## config.mk

```make
export PLATFORM = sky130hd
export DESIGN_NAME = lsq_top
export DESIGN_NICKNAME = d
export VERILOG_FILES = /design/src/common/lsq_pkg.sv /design/src/mem_access/mem_access_unit.sv /design/src/queue/load_station.sv /design/src/queue/store_queue.sv /design/src/source/lsq_top.sv
export VERILOG_INCLUDE_DIRS = /design/src /design/src/common
export SDC_FILE = /design/constraint.sdc
export NUM_CORES = 1
export LEC_CHECK = 0
export BUFFER_PORTS_ARGS = -buffer_cell sky130_fd_sc_hd__buf_2
export CORE_AREA = 2 2 326 328
export CTS_BUF_LIST = sky130_fd_sc_hd__clkbuf_8
export DETAILED_ROUTE_END_ITERATION = 10
export DIE_AREA = 0 0 328 330
export PLACE_DENSITY = 0.6
export SYNTH_ARGS = -nofsm -noshare
export SYNTH_HDL_FRONTEND = slang
export SYNTH_SLANG_ARGS = --single-unit
```

## constraint.sdc

```tcl
create_clock -name clk -period 8.88 [get_ports clk]
set_input_delay 1.776 -clock clk [delete_from_list [all_inputs] [get_ports clk]]
set_output_delay 1.776 -clock clk [all_outputs]
set_load 0.03 [all_outputs]
```

## src/common/lsq_cfg.svh

```systemverilog
`ifndef LSQ_CFG_SVH
`define LSQ_CFG_SVH

// entries in the store queue and in the load station
// must stay a power of two so the ring pointers wrap on their own
`define LSQ_DEPTH 8

// reorder buffer size, sets the tag width
`define ROB_DEPTH 8

// data and address width
`define XLEN 32

// byte lanes on the memory port
`define LSQ_LANES (`XLEN / 8)

`endif

```

## src/common/lsq_pkg.sv

```systemverilog
`default_nettype none

`include "lsq_cfg.svh"

package lsq_pkg;

    localparam int LSQ_IDX_W = $clog2(`LSQ_DEPTH);
    localparam int ROB_TAG_W = $clog2(`ROB_DEPTH);

    typedef logic [LSQ_IDX_W-1:0] lsq_idx_t;
    typedef logic [ROB_TAG_W-1:0] rob_tag_t;

    // rv32 major opcodes seen by the queues
    typedef enum logic [6:0] {
        op_load  = 7'b0000011,
        op_store = 7'b0100011
    } rv_opcode_e;

    typedef enum logic [2:0] {
        lb  = 3'b000,
        lh  = 3'b001,
        lw  = 3'b010,
        lbu = 3'b100,
        lhu = 3'b101
    } load_f3_e;

    typedef enum logic [2:0] {
        sb = 3'b000,
        sh = 3'b001,
        sw = 3'b010
    } store_f3_e;

    typedef enum logic [2:0] {
        IDLE,
        LOAD,
        STORE,
        DONE,
        STORE_DONE
    } mem_state_e;

    typedef struct packed {
        logic              valid;
        logic [`XLEN-1:0]  instr;
        rob_tag_t          tag;
    } dispatch_t;

    // address from the agu, store data from the rs
    typedef struct packed {
        logic              valid;
        logic [`XLEN-1:0]  addr;
        logic [`XLEN-1:0]  data;
        rob_tag_t          tag;
    } addr_update_t;

    // access offered by a queue to the memory unit
    typedef struct packed {
        logic              valid;
        logic [`XLEN-1:0]  addr;
        logic [`XLEN-1:0]  data;
        logic [2:0]        funct3;
        rob_tag_t          tag;
    } mem_op_t;

    typedef struct packed {
        logic [`XLEN-1:0]      addr;
        logic [`LSQ_LANES-1:0] rmask;
        logic [`LSQ_LANES-1:0] wmask;
        logic [`XLEN-1:0]      wdata;
    } mem_req_t;

    typedef struct packed {
        logic              valid;
        logic [`XLEN-1:0]  data;
        rob_tag_t          tag;
    } cdb_t;

    typedef struct packed {
        logic      nonempty;
        lsq_idx_t  youngest;
        logic      commit;
        lsq_idx_t  committed;
    } sq_status_t;

endpackage

`default_nettype wire

```

## src/mem_access/mem_access_unit.sv

```systemverilog
`default_nettype none

`include "lsq_cfg.svh"

module mem_access_unit
    import lsq_pkg::*;
(
    input  logic              clk,
    input  logic              rst,
    input  logic              flush,
    input  mem_op_t           store_cand,
    input  mem_op_t           load_cand,
    input  logic [`XLEN-1:0]  mem_rdata,
    input  logic              mem_resp,
    output mem_req_t          mem_req,
    output cdb_t              cdb,
    output logic              store_done,
    output logic              load_done
);

    mem_state_e        state;
    mem_state_e        state_next;
    mem_op_t           cur_op;
    logic [`XLEN-1:0]  load_data;
    logic              flush_pending;
    logic              issue_store;
    logic              issue_load;
    logic [1:0]        store_off;
    logic [1:0]        load_off;

    // pick the addressed lane, then sign or zero extend
    function automatic logic [`XLEN-1:0] extend_load(
        input logic [2:0]        f3,
        input logic [1:0]        off,
        input logic [`XLEN-1:0]  raw
    );
        logic [7:0]  b;
        logic [15:0] h;
        b = raw[8*off +: 8];
        h = raw[16*off[1] +: 16];
        case (load_f3_e'(f3))
            lb:      return {{(`XLEN-8){b[7]}}, b};
            lbu:     return {{(`XLEN-8){1'b0}}, b};
            lh:      return {{(`XLEN-16){h[15]}}, h};
            lhu:     return {{(`XLEN-16){1'b0}}, h};
            default: return raw;
        endcase
    endfunction

    assign store_off = store_cand.addr[1:0];
    assign load_off  = load_cand.addr[1:0];

    // stores win, nothing new while a flushed access is still out
    assign issue_store = (state == IDLE) && !flush_pending && store_cand.valid;
    assign issue_load  = (state == IDLE) && !flush_pending && !store_cand.valid &&
                         load_cand.valid;

    assign store_done = (state == STORE) && mem_resp;
    assign load_done  = (state == LOAD) && mem_resp;

    always_comb begin
        state_next = state;
        case (state)
            IDLE: begin
                if (issue_store) begin
                    state_next = STORE;
                end else if (issue_load) begin
                    state_next = LOAD;
                end
            end
            LOAD:       if (mem_resp) state_next = DONE;
            STORE:      if (mem_resp) state_next = STORE_DONE;
            DONE:       state_next = IDLE;
            STORE_DONE: state_next = IDLE;
            default:    state_next = IDLE;
        endcase
    end

    always_ff @(posedge clk) begin
        if (rst || flush) begin
            state <= IDLE;
        end else begin
            state <= state_next;
        end
    end

    // a response still owed after flush must be swallowed
    always_ff @(posedge clk) begin
        if (rst) begin
            flush_pending <= 1'b0;
        end else if (flush_pending) begin
            if (mem_resp) begin
                flush_pending <= 1'b0;
            end
        end else if (flush) begin
            flush_pending <= issue_store || issue_load ||
                             (((state == LOAD) || (state == STORE)) && !mem_resp);
        end
    end

    always_ff @(posedge clk) begin
        if (issue_store) begin
            cur_op <= store_cand;
        end else if (issue_load) begin
            cur_op <= load_cand;
        end
        if (load_done) begin
            load_data <= extend_load(cur_op.funct3, cur_op.addr[1:0], mem_rdata);
        end
    end

    // request lives for the issue cycle only
    always_comb begin
        mem_req = '0;
        if (issue_store) begin
            mem_req.addr = store_cand.addr;
            case (store_f3_e'(store_cand.funct3))
                sb: begin
                    mem_req.wmask = 4'b0001 << store_off;
                    mem_req.wdata[8*store_off +: 8] = store_cand.data[7:0];
                end
                sh: begin
                    mem_req.wmask = 4'b0011 << store_off;
                    mem_req.wdata[16*store_off[1] +: 16] = store_cand.data[15:0];
                end
                default: begin
                    mem_req.wmask = 4'b1111;
                    mem_req.wdata = store_cand.data;
                end
            endcase
        end else if (issue_load) begin
            mem_req.addr = load_cand.addr;
            case (load_f3_e'(load_cand.funct3))
                lb, lbu: mem_req.rmask = 4'b0001 << load_off;
                lh, lhu: mem_req.rmask = 4'b0011 << load_off;
                default: mem_req.rmask = 4'b1111;
            endcase
        end
    end

    // stores report at the response, loads one cycle later
    always_comb begin
        cdb = '0;
        if (store_done) begin
            cdb.valid = 1'b1;
            cdb.tag   = cur_op.tag;
        end else if (state == DONE) begin
            cdb.valid = 1'b1;
            cdb.data  = load_data;
            cdb.tag   = cur_op.tag;
        end
    end

endmodule

`default_nettype wire

```

## src/queue/load_station.sv

```systemverilog
`default_nettype none

`include "lsq_cfg.svh"

module load_station
    import lsq_pkg::*;
(
    input  logic          clk,
    input  logic          rst,
    input  logic          flush,
    input  dispatch_t     dispatch,
    input  addr_update_t  addr_update,
    input  sq_status_t    sq_status,
    input  logic          load_done,
    output logic          full,
    output mem_op_t       load_cand
);

    logic [`LSQ_DEPTH-1:0] valid_q;
    logic [`LSQ_DEPTH-1:0] ready_q;
    logic [`LSQ_DEPTH-1:0] dep_valid_q;
    lsq_idx_t              dep_ptr_q [`LSQ_DEPTH];
    logic [2:0]            funct3_q  [`LSQ_DEPTH];
    rob_tag_t              tag_q     [`LSQ_DEPTH];
    logic [`XLEN-1:0]      addr_q    [`LSQ_DEPTH];
    logic [`LSQ_DEPTH-1:0] issuable;
    lsq_idx_t              free_idx;
    lsq_idx_t              found_idx;
    logic                  found;
    logic                  push;
    logic                  dep_at_push;
    logic                  retire;
    logic                  sel_valid;
    lsq_idx_t              sel_idx;
    lsq_idx_t              rr_base;

    assign full = &valid_q;
    assign push = dispatch.valid && (dispatch.instr[6:0] == op_load) && !full;

    // a youngest store that commits right now no longer blocks the load
    assign dep_at_push = sq_status.nonempty &&
        !(sq_status.commit && (sq_status.committed == sq_status.youngest));

    // lowest free slot
    always_comb begin
        free_idx = '0;
        for (int i = `LSQ_DEPTH - 1; i >= 0; i--) begin
            if (!valid_q[i]) begin
                free_idx = lsq_idx_t'(i);
            end
        end
    end

    always_comb begin
        for (int i = 0; i < `LSQ_DEPTH; i++) begin
            issuable[i] = valid_q[i] && ready_q[i] && !dep_valid_q[i];
        end
    end

    // round robin from one past the last finished load
    always_comb begin
        lsq_idx_t idx;
        found     = 1'b0;
        found_idx = rr_base;
        for (int i = 0; i < `LSQ_DEPTH; i++) begin
            idx = rr_base + lsq_idx_t'(i);
            if (!found && issuable[idx]) begin
                found     = 1'b1;
                found_idx = idx;
            end
        end
    end

    always_ff @(posedge clk) begin
        if (rst || flush) begin
            valid_q     <= '0;
            dep_valid_q <= '0;
            sel_valid   <= 1'b0;
            sel_idx     <= '0;
            rr_base     <= '0;
            retire      <= 1'b0;
        end else begin
            retire <= load_done;
            if (sq_status.commit) begin
                for (int i = 0; i < `LSQ_DEPTH; i++) begin
                    if (dep_ptr_q[i] == sq_status.committed) begin
                        dep_valid_q[i] <= 1'b0;
                    end
                end
            end
            if (push) begin
                valid_q[free_idx]     <= 1'b1;
                dep_valid_q[free_idx] <= dep_at_push;
            end
            // slot frees while the result is on the cdb
            if (retire) begin
                valid_q[sel_idx] <= 1'b0;
                sel_valid        <= 1'b0;
                rr_base          <= sel_idx + lsq_idx_t'(1);
            end else if (!sel_valid && found) begin
                sel_valid <= 1'b1;
                sel_idx   <= found_idx;
            end
        end
    end

    always_ff @(posedge clk) begin
        if (push) begin
            funct3_q[free_idx]  <= dispatch.instr[14:12];
            tag_q[free_idx]     <= dispatch.tag;
            dep_ptr_q[free_idx] <= sq_status.youngest;
            ready_q[free_idx]   <= 1'b0;
        end
        for (int i = 0; i < `LSQ_DEPTH; i++) begin
            if (addr_update.valid && valid_q[i] && (tag_q[i] == addr_update.tag)) begin
                addr_q[i]  <= addr_update.addr;
                ready_q[i] <= 1'b1;
            end
        end
    end

    // held choice stays put until the load has finished
    always_comb begin
        load_cand.valid  = sel_valid;
        load_cand.addr   = addr_q[sel_idx];
        load_cand.data   = '0;
        load_cand.funct3 = funct3_q[sel_idx];
        load_cand.tag    = tag_q[sel_idx];
    end

endmodule

`default_nettype wire

```

## src/queue/store_queue.sv

```systemverilog
`default_nettype none

`include "lsq_cfg.svh"

module store_queue
    import lsq_pkg::*;
(
    input  logic          clk,
    input  logic          rst,
    input  logic          flush,
    input  dispatch_t     dispatch,
    input  addr_update_t  addr_update,
    input  rob_tag_t      rob_commit_tag,
    input  logic          store_done,
    output logic          full,
    output mem_op_t       store_cand,
    output sq_status_t    sq_status
);

    logic [`LSQ_DEPTH-1:0] valid_q;
    logic [`LSQ_DEPTH-1:0] ready_q;
    logic [2:0]            funct3_q [`LSQ_DEPTH];
    rob_tag_t              tag_q    [`LSQ_DEPTH];
    logic [`XLEN-1:0]      addr_q   [`LSQ_DEPTH];
    logic [`XLEN-1:0]      data_q   [`LSQ_DEPTH];
    lsq_idx_t              head;
    lsq_idx_t              tail;
    logic                  push;
    logic                  pop;

    // ring is full once the tail slot is still occupied
    assign full = valid_q[tail];
    assign push = dispatch.valid && (dispatch.instr[6:0] == op_store) && !full;

    always_ff @(posedge clk) begin
        if (rst || flush) begin
            valid_q <= '0;
            head    <= '0;
            tail    <= '0;
            pop     <= 1'b0;
        end else begin
            // head leaves one cycle after the write response
            pop <= store_done;
            if (push) begin
                valid_q[tail] <= 1'b1;
                tail          <= tail + lsq_idx_t'(1);
            end
            if (pop) begin
                valid_q[head] <= 1'b0;
                head          <= head + lsq_idx_t'(1);
            end
        end
    end

    always_ff @(posedge clk) begin
        if (push) begin
            funct3_q[tail] <= dispatch.instr[14:12];
            tag_q[tail]    <= dispatch.tag;
            ready_q[tail]  <= 1'b0;
        end
        // late address and data, matched by rob tag
        for (int i = 0; i < `LSQ_DEPTH; i++) begin
            if (addr_update.valid && valid_q[i] && (tag_q[i] == addr_update.tag)) begin
                addr_q[i]  <= addr_update.addr;
                data_q[i]  <= addr_update.data;
                ready_q[i] <= 1'b1;
            end
        end
    end

    // only the committing head may go to memory
    always_comb begin
        store_cand.valid  = valid_q[head] && ready_q[head] && (tag_q[head] == rob_commit_tag);
        store_cand.addr   = addr_q[head];
        store_cand.data   = data_q[head];
        store_cand.funct3 = funct3_q[head];
        store_cand.tag    = tag_q[head];
    end

    always_comb begin
        sq_status.nonempty  = |valid_q;
        sq_status.youngest  = tail - lsq_idx_t'(1);
        sq_status.commit    = pop;
        sq_status.committed = head;
    end

endmodule

`default_nettype wire

```

## src/source/lsq_top.sv

```systemverilog
`default_nettype none

`include "lsq_cfg.svh"

module lsq_top
    import lsq_pkg::*;
(
    input  logic              clk,
    input  logic              rst,
    input  logic              flush,
    input  dispatch_t         dispatch,
    input  addr_update_t      addr_update,
    input  rob_tag_t          rob_commit_tag,
    input  logic [`XLEN-1:0]  mem_rdata,
    input  logic              mem_resp,
    output logic              sq_full,
    output logic              ls_full,
    output mem_req_t          mem_req,
    output cdb_t              cdb
);

    mem_op_t     store_cand;
    mem_op_t     load_cand;
    sq_status_t  sq_status;
    logic        store_done;
    logic        load_done;

    store_queue u_store_queue (
        .clk            (clk),
        .rst            (rst),
        .flush          (flush),
        .dispatch       (dispatch),
        .addr_update    (addr_update),
        .rob_commit_tag (rob_commit_tag),
        .store_done     (store_done),
        .full           (sq_full),
        .store_cand     (store_cand),
        .sq_status      (sq_status)
    );

    // loads track store commits through sq_status
    load_station u_load_station (
        .clk         (clk),
        .rst         (rst),
        .flush       (flush),
        .dispatch    (dispatch),
        .addr_update (addr_update),
        .sq_status   (sq_status),
        .load_done   (load_done),
        .full        (ls_full),
        .load_cand   (load_cand)
    );

    mem_access_unit u_mem_access_unit (
        .clk        (clk),
        .rst        (rst),
        .flush      (flush),
        .store_cand (store_cand),
        .load_cand  (load_cand),
        .mem_rdata  (mem_rdata),
        .mem_resp   (mem_resp),
        .mem_req    (mem_req),
        .cdb        (cdb),
        .store_done (store_done),
        .load_done  (load_done)
    );

endmodule

`default_nettype wire

```

==> impl_metrics.env, run 1 <==
export IMPL_crit_slowest_cell="buf_4"
export IMPL_worstPathRequired_ps=7100
export IMPL_fmax_mhz=142
export IMPL_synth_fa_ha_area_share_pct=0.339
export IMPL_io_pins=253
export IMPL_cts_resized_gates=0
export IMPL_die_w_um=328
export IMPL_avgSynthCellArea_um2=18.8
export IMPL_nNetsFinal=2644
export IMPL_layout_drive_gt1_share_pct=30.3
export IMPL_cts_tree="yes"
export IMPL_hold_viol=0
export IMPL_fin_util_pct=44.4
export IMPL_initial_utilization_pct=38.7
export IMPL_synthDistinctLibCells=66
export IMPL_clk_pin_slew_ps=60
export IMPL_postCtsSetupRepairBufs=0
export IMPL_seq_area_frac_synth_pct=71.9
export IMPL_fp_dieH_um=330
export IMPL_h_tree_depth=4
export IMPL_core_um2=105000
export IMPL_leakagePower_nw=15.0
export IMPL_synth_top_family_by_area="multiplexers"
export IMPL_ys_top_cells_by_count="928 x edfxtp_1, 229 x mux4_2, 101 x mux2i_1"
export IMPL_maxCapViolations=0
export IMPL_relSlewSlack_pct=17.2
export IMPL_fp_row_count=119
export IMPL_clock_latency_ps=830
export IMPL_grt_usage_pct=18.4
export IMPL_ys_ff_latch=993
export IMPL_worst_path_largest_cell_delay_ps=810
export IMPL_crit_buf_inv=2
export IMPL_clock_sinks=993
export IMPL_clock_skew_ps=44.3
export IMPL_muxShareOfSynthArea_pct=16.3
export IMPL_vias=21793
export IMPL_worstPathMaxFanout=48
export IMPL_synthTopCellsByArea="edfxtp_1 69%, mux4_2 13%, dfxtp_1 3.2%"
export IMPL_synth_top_cell_by_area="edfxtp_1"
export IMPL_syn_num_nets=2313
export IMPL_cp_arrival_ps=5280
export IMPL_grt_pass1_wl_mm=146
export IMPL_viasPerCell=5.43
export IMPL_synth_edf_count=928
export IMPL_avgRoutedWirePerCell_um=24.9
export IMPL_io_buffers=230
export IMPL_rsz0062_at_grt="no"
export IMPL_drt_iter0_markers=1793
export IMPL_ant_nets=0
export IMPL_dp_final_hpwl_mm=58.5
export IMPL_synth_compound_area_share_pct=3.72
export IMPL_fin_crit_sh_pct=79.4
export IMPL_worst_pin_slew_ps=1240
export IMPL_yosys_area_share_simple_pct=4.31
export IMPL_fin_crit_ps=7050
export IMPL_cts_hold_buf=0
export IMPL_start_kind="flip-flop"
export IMPL_die_area_um2=108000
export IMPL_synth_most_common_cell="edfxtp_1"
export IMPL_netlist_area_leader_share_pct=68.7
export IMPL_cts_root_buf="clkbuf_8"
export IMPL_synth_ff_type="edfxtp_1"
export IMPL_status="completed"
export IMPL_setup_violations=0
export IMPL_wl_mm=100
export IMPL_first_global_vias=22660
export IMPL_critPathKind="reg -> out"
export IMPL_drc=0
export IMPL_fin_setup_tns_ps=0
export IMPL_clk_path_buf_depth=3
export IMPL_cts_buffers=167
export IMPL_min_path_type="reg -> reg"
export IMPL_path_cells="buf_4 -> mux4_2 -> mux2i_1 -> nand2_2 -> nor4_4 -> a22oi_1 -> mux2_2 -> nor2_1 -> buf_2"
export IMPL_end_kind="output port"
export IMPL_yosys_area_share_xor_xnor_pct=1.90
export IMPL_drtPass1Iterations=5
export IMPL_finalMaxSlewViolations=0
export IMPL_antenna_found_initial=19
export IMPL_gp_congestion=0.799
export IMPL_critPathTopFamily="simple AND/OR/NAND/NOR gates"
export IMPL_ir_worst_vdd_v=0.000117
export IMPL_async_flop_share_pct=0
export IMPL_power_density_nw_per_um2=192
export IMPL_yosys_warnings=0
export IMPL_gr_total_overflow=0
export IMPL_synth_area_um2=40500
export IMPL_area_growth_pct=14.5
export IMPL_syn_inst=2159
export IMPL_grt_max_degree=56
==> cell usage in the layout (no fill, tap or decap), drive strengths merged, types with 4 or more instances in the layout <==
master,count
mux2,39
o21ai,31
a211oi,5
o2111ai,9
mux4,229
nor4,10
inv,106
nor2,74
ha,11
buf,279
a211o,4
a21oi,30
a22oi,27
mux2i,101
o221a,12
nand2,83
o211ai,7
a21o,4
nand3b,12
nand4,10
o22ai,32
and2,38
o21bai,11
nor3,32
clkbuf,173
nand3,22
nand2b,20
xnor2,49
a31oi,10
clkinv,46
nor2b,15
dfxtp,65
a221o,6
or2,5
edfxtp,928
xor2,39
nand4b,8
==> area by class of cell <==
cell class              count  area [um2]
flip-flops and latches    993       29200
inverters                  31         116
clock buffers             173        2380
well taps                1391        1740
repair buffers            279        1520
fillers                  9012       58200
diodes                      3        7.51
clock inverters           126         606
multi-input cells        1018       10900
==> path summary, 6_finish.rpt <==
check,from,endpoint,slack [ps],cells after the start
worst max register to register,u_load_station.rr_base[1],flip-flop,4720,9
worst max-delay path,flip-flop,mem_req[25],1830,9
worst min register to register,u_load_station.ready_q[7],u_load_station.ready_q[7],460,2
worst min-delay path,u_load_station.ready_q[7],u_load_station.ready_q[7],460,2
==> kinds of logic after synthesis <==
kind of cell / after synthesis
compound gates: 211
xor+xnor: 88
fa+ha+maj: 11
buf+inv: 148
flops: 993
mux: 369
simple gates: 339
==> registers in the layout, indices dropped and copies added, names as in the netlist, 8 cells and up, named ones only <==
signal / count
u_store_queue.data_q: 256
u_load_station.dep_valid_q: 8
u_mem_access_unit.load_data: 32
u_store_queue.ready_q: 8
u_store_queue.funct3_q: 24
u_store_queue.addr_q: 256
u_load_station.ready_q: 8
u_mem_access_unit.cur_op: 8
u_store_queue.tag_q: 24
u_load_station.dep_ptr_q: 24
u_load_station.addr_q: 256
u_load_station.funct3_q: 24
u_store_queue.valid_q: 8
u_load_station.valid_q: 8
u_load_station.tag_q: 24
==> through the flow <==
stage	hold slack [ps]	std cells	power [mW]	worst slack [ps]	area, um2
floorplan	427	2159	5.24	1110	40500
global placement	437	3712	5.31	2540	43400
detailed placement	446	3712	5.32	2490	43400
CTS	460	4011	9.01	1550	46400
global route	474	4014	9.22	1400	46400
finish	460	4014	8.90	1830	46400
==> worst min-delay path: cells and delay by family (launching register included) <==
family,cells,cell delay [ps]
compound gates,1,60
flops,1,310
buf+inv,1,50
==> power breakdown <==
part,switching [mW],internal [mW],leakage (nW)
Sequential,0.00112,5.11,8.79
Combinational,0.0847,0.0325,4.45
Clock,1.81,1.86,1.76
==> per-layer routing <==
| metal | track usage, % | up-vias | share of wire [%] |
|---|---|---|---|
| met5 | 0 | - | 0.15 |
| met4 | 6.02 | 20 | 2.4 |
| met3 | 4.77 | 208 | 7.4 |
| met2 | 30.1 | 797 | 49 |
| met1 | 23.9 | 11308 | 41 |
| li1 | - | 9460 | - |
Power figures use the tool's default switching activity.
==> run 2: changes to the inputs <==
Settings changed: ABC_AREA set to 1, CORE_AREA 2 2 326 328 to 2 2 331 333, DIE_AREA 0 0 328 330 to 0 0 333 335.
Clock period 8.88 ns to 6.8 ns, I/O delays scaled along.
==> impl_metrics.env, run 2 <==
export IMPL_status="completed"
export IMPL_clock_sinks=993
export IMPL_syn_num_nets=3691
export IMPL_synth_ff_type="edfxtp_1"
export IMPL_synthDistinctLibCells=58
export IMPL_min_path_type="reg -> reg"
export IMPL_cts_root_buf="clkbuf_8"
export IMPL_fin_crit_sh_pct=92.4
export IMPL_antenna_found_initial=22
export IMPL_first_global_vias=27742
export IMPL_netlist_area_leader_share_pct=66.7
export IMPL_async_flop_share_pct=0
export IMPL_most_common_layout_cells="928 x edfxtp_1, 502 x nand2_1, 367 x nor2_1"
export IMPL_ir_worst_vdd_v=0.000148
export IMPL_drt_iter0_markers=3119
export IMPL_wl_mm=117
export IMPL_grt_pass1_wl_mm=173
export IMPL_drt_met1_wl_mm=50.0
export IMPL_critPathKind="reg -> out"
export IMPL_grt_max_degree=233
export IMPL_rsz0062_at_grt="no"
export IMPL_power_density_nw_per_um2=250
export IMPL_drtPass1Iterations=6
export IMPL_avgRoutedWirePerCell_um=21.9
export IMPL_cts_buffers=166
export IMPL_hold_viol=0
export IMPL_nNetsFinal=3918
export IMPL_area_growth_pct=14.1
export IMPL_synthTopCellsByArea="edfxtp_1 67%, nand2_1 4.5%, o21ai_0 4.1%"
export IMPL_start_kind="flip-flop"
export IMPL_drc=0
export IMPL_fp_dieH_um=335
export IMPL_die_area_um2=112000
export IMPL_vias=29221
export IMPL_pwr_share_seq_pct=56.0
export IMPL_routed_top_layer="met5"
export IMPL_dr_wl_met2_mm=55.2
export IMPL_pre_cts_ws_ps=1250
export IMPL_clk_path_buf_depth=3
export IMPL_io_pins=253
export IMPL_cts_hold_buf=0
export IMPL_fin_cells=5335
export IMPL_clock_skew_ps=63.6
export IMPL_numPlacedInstances=5010
export IMPL_worst_pin_slew_ps=1180
export IMPL_core_um2=108000
export IMPL_combPwrFrac_pct=1.4
export IMPL_fillers=10009
export IMPL_ys_top_cells_by_count="928 x edfxtp_1, 502 x nand2_1, 369 x nor2_1"
export IMPL_synth_top_cell_by_area="edfxtp_1"
export IMPL_setup_violations=0
export IMPL_fmax_mhz=159
export IMPL_worstPathMaxFanout=232
export IMPL_clock_latency_ps=840
export IMPL_die_w_um=333
export IMPL_reg_top3="u_load_station.addr_q (256), u_store_queue.addr_q (256), u_store_queue.data_q (256)"
export IMPL_relSlewSlack_pct=21.1
export IMPL_p_clk_share_pct=42.6
export IMPL_grt_usage_pct=20.5
export IMPL_final_common_cell="edfxtp_1"
export IMPL_dp_final_hpwl_mm=65.5
export IMPL_p_int_mw=9.31
export IMPL_h_tree_depth=4
export IMPL_gp_congestion=0.886
export IMPL_postCtsSetupRepairBufs=0
export IMPL_clk_pin_slew_ps=60
export IMPL_fin_crit_ps=6280
export IMPL_ant_nets=0
export IMPL_initial_utilization_pct=38.6
export IMPL_cp_arrival_ps=4920
export IMPL_syn_inst=3537
export IMPL_netSwitchingPower_mw=2.60
export IMPL_gr_total_overflow=0
export IMPL_synth_area_um2=41800
export IMPL_avgSynthCellArea_um2=11.8
export IMPL_finalMaxSlewViolations=0
export IMPL_setup_slack_ps=519
export IMPL_synth_edf_count=928
export IMPL_seq_area_frac_synth_pct=69.9
export IMPL_end_kind="output port"
export IMPL_fin_setup_tns_ps=0
export IMPL_layout_drive_gt1_share_pct=15.3
export IMPL_fp_row_count=121
export IMPL_maxCapViolations=0
export IMPL_swShare_pct=21.8
export IMPL_worstPathRequired_ps=5440
export IMPL_leakagePower_nw=17.1
export IMPL_synth_most_common_cell="edfxtp_1"
export IMPL_ys_ff_latch=993
export IMPL_viasPerCell=5.48
export IMPL_cts_tree="yes"
export IMPL_yosys_warnings=0
export IMPL_dr_wl_met3_mm=8.75
export IMPL_io_buffers=230
==> run 2: changes by cell type in the layout (fill, tap and decap cells not counted), moves of 45 or more <==
cell	change
a21oi_1	+270
nor2_1	+293
o21ai_0	+315
mux2i_1	-100
o21ai_1	+45
inv_1	+132
mux4_2	-229
nand2_1	+421
nand3_1	+106
a221oi_1	+67
o22ai_1	+58
==> run 2: repair_timing <==
item / in CTS / in global routing
hold endpoints to repair: 0 / 0
resized for setup: 0 / 1
setup endpoints to repair: 0 / 4
==> run 2: worst max-delay path: stages (launching register included) <==
cell and delay, ps:
dfxtp_4 760, buf_16 760, o21ai_0 220, o22ai_1 180
inv_1 90, o21ai_4 290, inv_1 280, ha_1 440
inv_1 50, nor2_1 80, nand4_1 110, nand2_1 100
nand2_2 110, o21ai_1 150, nand2_1 90, a21oi_2 130
buf_2 220
==> run 2: cells by family (layout without fill, tap and decap cells) <==
logic type,Yosys count,in the layout,synth area share [%]
compound gates,1035,1035,14.8
mux,1,1,0.0240
fa+ha+maj,11,11,0.330
flops,993,993,69.9
xor+xnor,19,19,0.462
other cells,0,18,0
simple gates,1064,1064,10.4
buf+inv,414,780,4.17
==> run 2: area by class of cell <==
cell class | count | area [um2] | area share, %
Timing Repair Buffer | 280 | 1620 | 3.40
Antenna cell | 18 | 45.0 | 0.0946
Tap cell | 1414 | 1770 | 3.71
Clock inverter | 130 | 773 | 1.62
Clock buffer | 177 | 2440 | 5.12
Inverter | 193 | 739 | 1.55
Multi-Input combinational cell | 2130 | 11100 | 23.2
Sequential cell | 993 | 29200 | 61.3
==> run 2: metrics by stage <==
step	area, um2	hold slack [ps]	util (%)	total power [mW]
after floorplan	41800	430	-	6.84
after global placement	44400	439	41.0	6.96
after detailed placement	44400	449	41.0	6.96
after CTS	47600	460	44.0	12.0
after global routing	47600	478	44.0	12.3
final	47600	459	44.1	11.9
==> run 2: final timing paths <==
kind         depth (start not counted)                      endpoint                 startpoint  slack (ps)
max reg2reg                         12  u_mem_access_unit.cur_op[38]                  flip-flop        2500
min reg2reg                          1     u_load_station.ready_q[0]  u_load_station.ready_q[0]         460
min                                  1     u_load_station.ready_q[0]  u_load_station.ready_q[0]         460
max                                 16                   mem_req[17]                  flip-flop         520
==> run 2: power groups by stage <==
stage | logic (mW) | registers [mW] | clock network, mW
floorplan | 0.0372 | 6.80 | 0
global placement | 0.160 | 6.80 | 0
detailed placement | 0.165 | 6.80 | 0
CTS | 0.165 | 6.67 | 5.19
global route | 0.182 | 6.66 | 5.46
finish | 0.166 | 6.67 | 5.08
==> run 2: routing by layer <==
metal,up-vias,global-route usage (%)
met5,-,0
met4,4,7.60
met3,228,3.94
met2,1184,32.8
met1,14304,27.8
li1,13501,-
